### config.mk
export PLATFORM = sky130hd
export DESIGN_NAME = decode_stage
export DESIGN_NICKNAME = d
export VERILOG_FILES = /design/src/rtl/decode_pkg.sv /design/src/rtl/imm_gen.sv /design/src/rtl/ctrl_decode.sv /design/src/rtl/decode_stage.sv
export VERILOG_INCLUDE_DIRS = /design/src /design/src/rtl
export SDC_FILE = /design/constraint.sdc
export NUM_CORES = 1
export LEC_CHECK = 0
export ABC_AREA = 0
export BUFFER_PORTS_ARGS = -buffer_cell sky130_fd_sc_hd__buf_4
export CAP_MARGIN = 20
export CORE_MARGIN = 8
export CORE_UTILIZATION = 29
export CTS_BUF_LIST = sky130_fd_sc_hd__clkbuf_4
export CTS_CLUSTER_SIZE = 14
export DETAILED_ROUTE_END_ITERATION = 10
export SLEW_MARGIN = 25
export SYNTH_ARGS = -nofsm -noshare
export SYNTH_HDL_FRONTEND = slang
export SYNTH_SLANG_ARGS = --single-unit
### constraint.sdc
create_clock -name clk -period 1.64 [get_ports clk]
set_clock_uncertainty 0.05 [all_clocks]
set_input_delay 0.328 -clock clk [delete_from_list [all_inputs] [get_ports clk]]
set_output_delay 0.328 -clock clk [all_outputs]
set_load 0.005 [all_outputs]
### src/rtl/decode_config.svh
`ifndef DECODE_CONFIG_SVH
`define DECODE_CONFIG_SVH

// Datapath widths
`define XLEN 32
`define REG_ADDR_W 5

// Exception cause encoding, mcause numbering
`define ECAUSE_W 4
`define ECAUSE_ILLEGAL 2
`define ECAUSE_BREAKPOINT 3
`define ECAUSE_ECALL_M 11

`endif

### src/rtl/decode_pkg.sv
`include "decode_config.svh"

package decode_pkg;

    typedef logic [`XLEN-1:0] xlen_t;
    typedef logic [`REG_ADDR_W-1:0] reg_addr_t;
    typedef logic [`ECAUSE_W-1:0] ecause_t;

    // RV32I major opcodes, instr[6:0]
    typedef enum logic [6:0] {
        OPC_LUI      = 7'b0110111,
        OPC_AUIPC    = 7'b0010111,
        OPC_JAL      = 7'b1101111,
        OPC_JALR     = 7'b1100111,
        OPC_BRANCH   = 7'b1100011,
        OPC_LOAD     = 7'b0000011,
        OPC_STORE    = 7'b0100011,
        OPC_OP_IMM   = 7'b0010011,
        OPC_OP       = 7'b0110011,
        OPC_MISC_MEM = 7'b0001111,
        OPC_SYSTEM   = 7'b1110011
    } opcode_t;

    // Same encoding as funct3
    typedef enum logic [2:0] {
        ALU_ADD_SUB = 3'b000,
        ALU_SLL     = 3'b001,
        ALU_SLT     = 3'b010,
        ALU_SLTU    = 3'b011,
        ALU_XOR     = 3'b100,
        ALU_SRL_SRA = 3'b101,
        ALU_OR      = 3'b110,
        ALU_AND     = 3'b111
    } alu_func_t;

    typedef enum logic [1:0] {
        ALU_SEL_REG  = 2'b00,
        ALU_SEL_IMM  = 2'b01,
        ALU_SEL_PC   = 2'b10,
        ALU_SEL_ZERO = 2'b11
    } alu_sel_t;

    typedef enum logic [1:0] {
        WRITE_SEL_NONE    = 2'b00,
        WRITE_SEL_ALU     = 2'b01,
        WRITE_SEL_LOAD    = 2'b10,
        WRITE_SEL_NEXT_PC = 2'b11
    } write_sel_t;

    typedef struct packed {
        alu_func_t  alu_func;
        logic       alu_func_sel;    // SUB / SRA
        alu_sel_t   alu_a_sel;
        alu_sel_t   alu_b_sel;
        logic [1:0] reserved;        // Always zero
        logic       cmp_less;
        logic       cmp_sign;
        logic       cmp_negate;
        logic       jump;
        logic       branch;
    } ex_ctrl_t;

    typedef struct packed {
        logic       load;
        logic       store;
        logic [1:0] size;           // 0 byte, 1 half, 2 word
        logic       load_signed;
    } mem_ctrl_t;

    typedef struct packed {
        write_sel_t write_sel;
        reg_addr_t  rd_addr;
    } wb_ctrl_t;

    typedef struct packed {
        logic    exception;
        ecause_t ecause;
    } trap_t;

    typedef struct packed {
        ex_ctrl_t  ex;
        mem_ctrl_t mem;
        wb_ctrl_t  wb;
        trap_t     trap;
    } decode_ctrl_t;

endpackage

### src/rtl/imm_gen.sv
`timescale 1ns/10ps

module imm_gen
    import decode_pkg::*;
(
    input  xlen_t instr,
    output xlen_t imm
);

    opcode_t opcode;

    assign opcode = opcode_t'(instr[6:0]);

    always_comb begin
        case (opcode)
            OPC_LUI,
            OPC_AUIPC: begin
                imm = {instr[31:12], 12'b0};    // U-type
            end
            OPC_JAL: begin
                imm = {{12{instr[31]}}, instr[19:12], instr[20], instr[30:21], 1'b0};
            end
            OPC_JALR,
            OPC_LOAD,
            OPC_OP_IMM: begin
                imm = {{20{instr[31]}}, instr[31:20]};    // I-type
            end
            OPC_STORE: begin
                imm = {{20{instr[31]}}, instr[31:25], instr[11:7]};    // S-type
            end
            OPC_BRANCH: begin
                // B-type, imm[12] from instr[31] and imm[11] from instr[7]
                imm = {{20{instr[31]}}, instr[7], instr[30:25], instr[11:8], 1'b0};
            end
            default: begin
                imm = '0;
            end
        endcase
    end

endmodule

### src/rtl/ctrl_decode.sv
`timescale 1ns/10ps
`include "decode_config.svh"

module ctrl_decode
    import decode_pkg::*;
(
    input  xlen_t        instr,
    output decode_ctrl_t ctrl
);

    opcode_t    opcode;
    logic [2:0] funct3;
    logic [6:0] funct7;
    reg_addr_t  rd;
    reg_addr_t  rs1;
    reg_addr_t  rs2;
    logic       illegal;

    assign opcode = opcode_t'(instr[6:0]);
    assign funct3 = instr[14:12];
    assign funct7 = instr[31:25];
    assign rd     = instr[11:7];
    assign rs1    = instr[19:15];
    assign rs2    = instr[24:20];

    always_comb begin
        ctrl    = '0;
        illegal = 1'b0;
        case (opcode)
            OPC_LUI: begin
                ctrl.ex.alu_func  = ALU_OR;    // 0 | imm
                ctrl.ex.alu_a_sel = ALU_SEL_ZERO;
                ctrl.ex.alu_b_sel = ALU_SEL_IMM;
                ctrl.wb.write_sel = WRITE_SEL_ALU;
                ctrl.wb.rd_addr   = rd;
            end
            OPC_AUIPC: begin
                ctrl.ex.alu_func  = ALU_ADD_SUB;
                ctrl.ex.alu_a_sel = ALU_SEL_PC;
                ctrl.ex.alu_b_sel = ALU_SEL_IMM;
                ctrl.wb.write_sel = WRITE_SEL_ALU;
                ctrl.wb.rd_addr   = rd;
            end
            OPC_JAL,
            OPC_JALR: begin
                ctrl.ex.alu_func  = ALU_ADD_SUB;    // Target address
                ctrl.ex.alu_a_sel = (opcode == OPC_JAL) ? ALU_SEL_PC : ALU_SEL_REG;
                ctrl.ex.alu_b_sel = ALU_SEL_IMM;
                ctrl.ex.branch    = 1'b1;
                ctrl.ex.jump      = 1'b1;
                ctrl.wb.write_sel = WRITE_SEL_NEXT_PC;    // Link value
                ctrl.wb.rd_addr   = rd;
                illegal           = (opcode == OPC_JALR) && (funct3 != 3'b000);
            end
            OPC_BRANCH: begin
                ctrl.ex.alu_func   = ALU_ADD_SUB;
                ctrl.ex.alu_a_sel  = ALU_SEL_PC;
                ctrl.ex.alu_b_sel  = ALU_SEL_IMM;
                ctrl.ex.branch     = 1'b1;
                ctrl.ex.cmp_less   = funct3[2];
                ctrl.ex.cmp_sign   = funct3[1];    // Set for unsigned compares
                ctrl.ex.cmp_negate = funct3[0];
                illegal            = (funct3[2:1] == 2'b01);
            end
            OPC_LOAD: begin
                ctrl.ex.alu_func     = ALU_ADD_SUB;
                ctrl.ex.alu_a_sel    = ALU_SEL_REG;
                ctrl.ex.alu_b_sel    = ALU_SEL_IMM;
                ctrl.mem.load        = 1'b1;
                ctrl.mem.size        = funct3[1:0];
                ctrl.mem.load_signed = !funct3[2];
                ctrl.wb.write_sel    = WRITE_SEL_LOAD;
                ctrl.wb.rd_addr      = rd;
                // No double word, no LWU on RV32
                illegal = (funct3[1:0] == 2'b11) || (funct3 == 3'b110);
            end
            OPC_STORE: begin
                ctrl.ex.alu_func  = ALU_ADD_SUB;
                ctrl.ex.alu_a_sel = ALU_SEL_REG;
                ctrl.ex.alu_b_sel = ALU_SEL_IMM;
                ctrl.mem.store    = 1'b1;
                ctrl.mem.size     = funct3[1:0];
                illegal           = (funct3[1:0] == 2'b11) || funct3[2];
            end
            OPC_OP_IMM: begin
                ctrl.ex.alu_func     = alu_func_t'(funct3);
                ctrl.ex.alu_func_sel = (funct3 == ALU_SRL_SRA) && instr[30];    // SRAI
                ctrl.ex.alu_a_sel    = ALU_SEL_REG;
                ctrl.ex.alu_b_sel    = ALU_SEL_IMM;
                ctrl.wb.write_sel    = WRITE_SEL_ALU;
                ctrl.wb.rd_addr      = rd;
            end
            OPC_OP: begin
                ctrl.ex.alu_func     = alu_func_t'(funct3);
                ctrl.ex.alu_func_sel = instr[30];
                ctrl.ex.alu_a_sel    = ALU_SEL_REG;
                ctrl.ex.alu_b_sel    = ALU_SEL_REG;
                ctrl.wb.write_sel    = WRITE_SEL_ALU;
                ctrl.wb.rd_addr      = rd;
                // Only SUB and SRA use the alternate funct7
                illegal = (funct7 != 7'b0000000) &&
                          ((funct7 != 7'b0100000) ||
                           ((funct3 != 3'b000) && (funct3 != 3'b101)));
            end
            OPC_MISC_MEM: begin
                illegal = (funct3 != 3'b000);    // FENCE is a no-op here
            end
            OPC_SYSTEM: begin
                if ((funct3 != 3'b000) || (rs1 != '0) || (rd != '0) ||
                    (funct7 != 7'b0000000)) begin
                    illegal = 1'b1;
                end else if (rs2 == 5'd0) begin
                    ctrl.trap.exception = 1'b1;
                    ctrl.trap.ecause    = ecause_t'(`ECAUSE_ECALL_M);
                end else if (rs2 == 5'd1) begin
                    ctrl.trap.exception = 1'b1;
                    ctrl.trap.ecause    = ecause_t'(`ECAUSE_BREAKPOINT);
                end else begin
                    illegal = 1'b1;    // MRET, WFI and the rest
                end
            end
            default: begin
                illegal = 1'b1;
            end
        endcase

        // Illegal instruction carries only the trap
        if (illegal) begin
            ctrl                = '0;
            ctrl.trap.exception = 1'b1;
            ctrl.trap.ecause    = ecause_t'(`ECAUSE_ILLEGAL);
        end
    end

    always_comb begin
        assert (!(ctrl.mem.load && ctrl.mem.store))
            else $error("ctrl_decode: load and store both set, instr %h", instr);
    end

endmodule

### src/rtl/decode_stage.sv
`timescale 1ns/10ps

module decode_stage
    import decode_pkg::*;
(
    input  logic         clk,
    input  logic         rst_n,

    input  xlen_t        pc_in,
    input  xlen_t        next_pc_in,
    input  xlen_t        instr,
    input  logic         valid_in,

    input  logic         stall_in,
    input  logic         invalidate,
    input  reg_addr_t    data_hazard_0,
    input  reg_addr_t    data_hazard_1,

    output reg_addr_t    rs1_select,
    output reg_addr_t    rs2_select,
    input  xlen_t        rs1_data,
    input  xlen_t        rs2_data,

    output logic         stall_out,

    output xlen_t        pc_out,
    output xlen_t        next_pc_out,
    output xlen_t        data_rs1,
    output xlen_t        data_rs2,
    output xlen_t        data_imm,
    output decode_ctrl_t ctrl,
    output logic         valid_out
);

    xlen_t        imm_next;
    decode_ctrl_t ctrl_next;
    logic         hazard_0_hit;
    logic         hazard_1_hit;
    logic         accept;

    imm_gen u_imm_gen (
        .instr (instr),
        .imm   (imm_next)
    );

    ctrl_decode u_ctrl_decode (
        .instr (instr),
        .ctrl  (ctrl_next)
    );

    // Register file reads, taken from the raw fields whatever the format
    assign rs1_select = instr[19:15];
    assign rs2_select = instr[24:20];

    // x0 never creates a dependency
    assign hazard_0_hit = (data_hazard_0 != '0) &&
                          ((data_hazard_0 == rs1_select) || (data_hazard_0 == rs2_select));
    assign hazard_1_hit = (data_hazard_1 != '0) &&
                          ((data_hazard_1 == rs1_select) || (data_hazard_1 == rs2_select));
    assign stall_out    = hazard_0_hit || hazard_1_hit;

    assign accept = !stall_in && valid_in && !stall_out && !invalidate;

    always_ff @(posedge clk or negedge rst_n) begin
        if (!rst_n) begin
            valid_out <= 1'b0;
            ctrl      <= '0;
        end else if (!stall_in) begin
            valid_out <= accept;    // Bubble when not accepted
            if (accept) begin
                ctrl <= ctrl_next;
            end
        end
    end

    // Payload, only meaningful with valid_out
    always_ff @(posedge clk) begin
        if (accept) begin
            pc_out      <= pc_in;
            next_pc_out <= next_pc_in;
            data_rs1    <= rs1_data;
            data_rs2    <= rs2_data;
            data_imm    <= imm_next;
        end
    end

    // Downstream back-pressure freezes the whole stage output
    assert property (@(posedge clk) disable iff (!rst_n)
        stall_in |=> $stable({pc_out, next_pc_out, data_rs1, data_rs2, data_imm,
                              ctrl, valid_out}))
        else $error("decode_stage: outputs changed under stall_in");

    assert property (@(posedge clk) disable iff (!rst_n)
        invalidate |=> !$rose(valid_out))
        else $error("decode_stage: valid_out rose after invalidate");

endmodule

==> summary.md <==
| Metric | Value |
|---|---|
| Status | `complete, but fails checks` |
| Failing checks | `setup timing` |
| Vias in the first global route | `6852` |
| Synth-to-Final Area Change | `88.9%` |
| Netlist cell types | `40` |
| RSZ-0062 raised after global routing | `true` |
| Final Hold Vio Count | `0` |
| Fin Setup TNS | `-31580 ps` |
| Worst path required time | `1910 ps` |
| Drt first pass iters | `5` |
| Maxcap violations | `0` |
| Detailed Place HPWL | `21200 um` |
| Site Rows | `57` |
| Starting DRT DRC Count | `442` |
| TritonCTS clock tree | `done` |
| Largest net degree at the start of global routing | `29` |
| Congestion Overflow GR | `0` |
| Drt wl/cell | `22.6 um` |
| Final setup violation count | `186` |
| Proportion of layout cells with a drive suffix above 1 | `52.8%` |
| PnR Total Power | `0.0102 W` |
| Via density | `4.61` |
| Htree depth | `4` |
| Final WS setup | `-265 ps` |
| CP max FO | `7` |
| Via count | `6413` |
| Root buffer cell | `clkbuf_4` |
| Setup CP Type | `primary input to flop` |
| Post-synthesis cell area | `7130 um2` |
| NumNets Final | `1225` |
| Pins Over Slew Limit | `0` |
| Initial core utilization | `29.4%` |
| Chip Width | `173 um` |
| Skew-Pair Late Insertion Delay | `570 ps` |
| CTS Sinks | `188` |
| Final Critical Period | `1900 ps` |
| Tightest Hold Check Type | `primary input to flop` |
| Die Ht | `173 um` |
| Lkg Pwr | `5.83 nW` |
| Seq. cell area | `5510 um2` |
| Overall routing resource usage | `19.5%` |
| Global-route wire length before repair | `44200 um` |
| Port bufs | `374` |
| Die area | `29800 um2` |
| Yosys warning count | `0` |
| Filler cell count | `1961` |
| CP arrival | `2180 ps` |
| Initial antenna violation count | `4` |
| Clock Pin Slew Worst Setup and Hold Paths | `190 ps` |
| Post-synthesis register bit count | `188` |
| Crit start category | `primary input` |
| Max clock buf depth | `2` |
| TritonCTS Buffers | `17` |
| Post-synth EDFFs | `160` |
| # DRC | `0` |
| WL final | `31400 um` |
| Dominant synthesized flop cell | `edfxtp_1` |
| Placed cell areas | `10900 um2` |
| Post-synth ARST share | `14.9%` |
| Power Dens Cells | `761 nW/um2` |
| Maximum VDD drop | `0.490 mV` |
| Syn Inst Count | `443` |
| Area of the multi-input gates | `1600 um2` |
| I/O Pins | `379` |
| Period utilisation layout | `116%` |
| Routed Antenna Nets | `0` |
| RD Place Congestion | `0.892` |
| Post-synthesis sequential area ratio | `77.2%` |
| Design area | `13500 um2` |
| Worst Setup End Kind | `flop` |
| Fmax | `525 MHz` |
| Core Region | `24200 um2` |
| Syn avg cell area | `16.1 um2` |
## state kept, by name, summed over array words and instances, names as in the netlist
register,flops
data_rs1,32
pc_out,32
data_rs2,32
data_imm,32
ctrl,27
valid_out,1
next_pc_out,32
## layer usage
layer | vias up | global-route usage [%] | wire (um)
li1 | 2903 | - | -
met1 | 3181 | 21.2 | 11800
met2 | 294 | 35.8 | 16800
met3 | 33 | 6.47 | 2270
met4 | 2 | 4.74 | 541
met5 | - | 0 | 11
## critical path, stage by stage
cell and delay [ps]:
buf_6 100, or4_4 540, nor2_4 140, o22ai_4 90, buf_6 130, or2_4 250, clkinvlp_4 100, buf_12 150
buf_12 120, buf_12 110, buf_6 100
## cell families after synthesis
logic type / Yosys count / share of synthesized area (%)
AOI/OAI and AO/OA: 92 / 9.01
muxes: 6 / 0.948
buffers and inverters: 45 / 3.62
xor gates and xnor gates: 21 / 2.58
DFF: 188 / 77.2
other: 1 / 0.0526
and+or+nand+nor: 90 / 6.55
## report_power, final
part	total, W	internal, W	switching [W]
registers	0.00554	0.00545	0.0000856
clock network	0.00283	0.000782	0.00205
logic	0.00188	0.00113	0.000749
## stage by stage
stage          hold slack [ps]  utilization (%)  cells  worst slack, ps
2_1_floorplan            -17.6                -    446            -2530
3_3_place_gp               223             45.1   1193             -702
3_5_place_dp               224             45.1   1193             -708
4_1_cts                   4.69             54.2   1381             -190
5_1_grt                   3.64             55.5   1390             -233
6_report                  80.5             55.5   1391             -265
## cell usage in the layout, fill, tap and decap left out, types with 17 or more instances in the layout
master,netlist,final
nand2_1,20,20
buf_12,0,17
edfxtp_1,160,160
nor2_1,20,17
clkbuf_4,0,17
buf_6,3,27
o21ai_0,31,29
xor2_1,17,17
a21o_1,21,21
buf_4,16,423
dfrtp_1,28,28
dlygate4sd3_1,0,136
## cell usage after synthesis (4+ instances only)
cell | number | area [um2]
and2_1 | 9 | 56.3
o21ai_0 | 31 | 155
nor4_1 | 7 | 43.8
a22o_1 | 4 | 35.0
xor2_1 | 17 | 149
mux2_2 | 6 | 67.6
nor3_1 | 10 | 50.1
nand2_1 | 20 | 75.1
a21o_1 | 21 | 158
inv_1 | 7 | 26.3
buf_4 | 16 | 120
dfrtp_1 | 28 | 701
buf_2 | 5 | 25.0
o41ai_1 | 13 | 114
edfxtp_1 | 160 | 4800
clkbuf_1 | 14 | 52.6
a21oi_1 | 7 | 35.0
a32oi_1 | 4 | 35.0
nand3_1 | 8 | 40.0
nor2_1 | 20 | 75.1
xnor2_1 | 4 | 35.0
## path summary, 6_finish.rpt
check,startpoint,to,slack (ps),cells past startpoint
max,data_hazard_0[3],data_rs1[14],-260,11
min,instr[27],data_imm[27],80,3
max reg2reg,ctrl[17],ctrl[17],770,2
min reg2reg,valid_out,valid_out,470,2
max in group asynchronous,rst_n,ctrl[27],1130,2
min in group asynchronous,rst_n,ctrl[14],120,2
## timing repair
item	CTS	global route
hold endpoints to repair	164	1
gates resized for setup	45	48
gates cloned	9	9
pin swaps	10	5
endpoints found under the setup margin	94	203
buffers inserted	12	4
hold buffers	135	1
## final cells by class
type                    count  area share, %
clock buffers              17          0.948
multi-input cells         213           11.9
inverters                   7          0.223
diodes                      4         0.0743
repair buffers            623           41.5
flip-flops and latches    188           40.9
well taps                 324           3.01
clock inverters            15           1.47
Note: power is estimated with default switching activity, not from simulation.
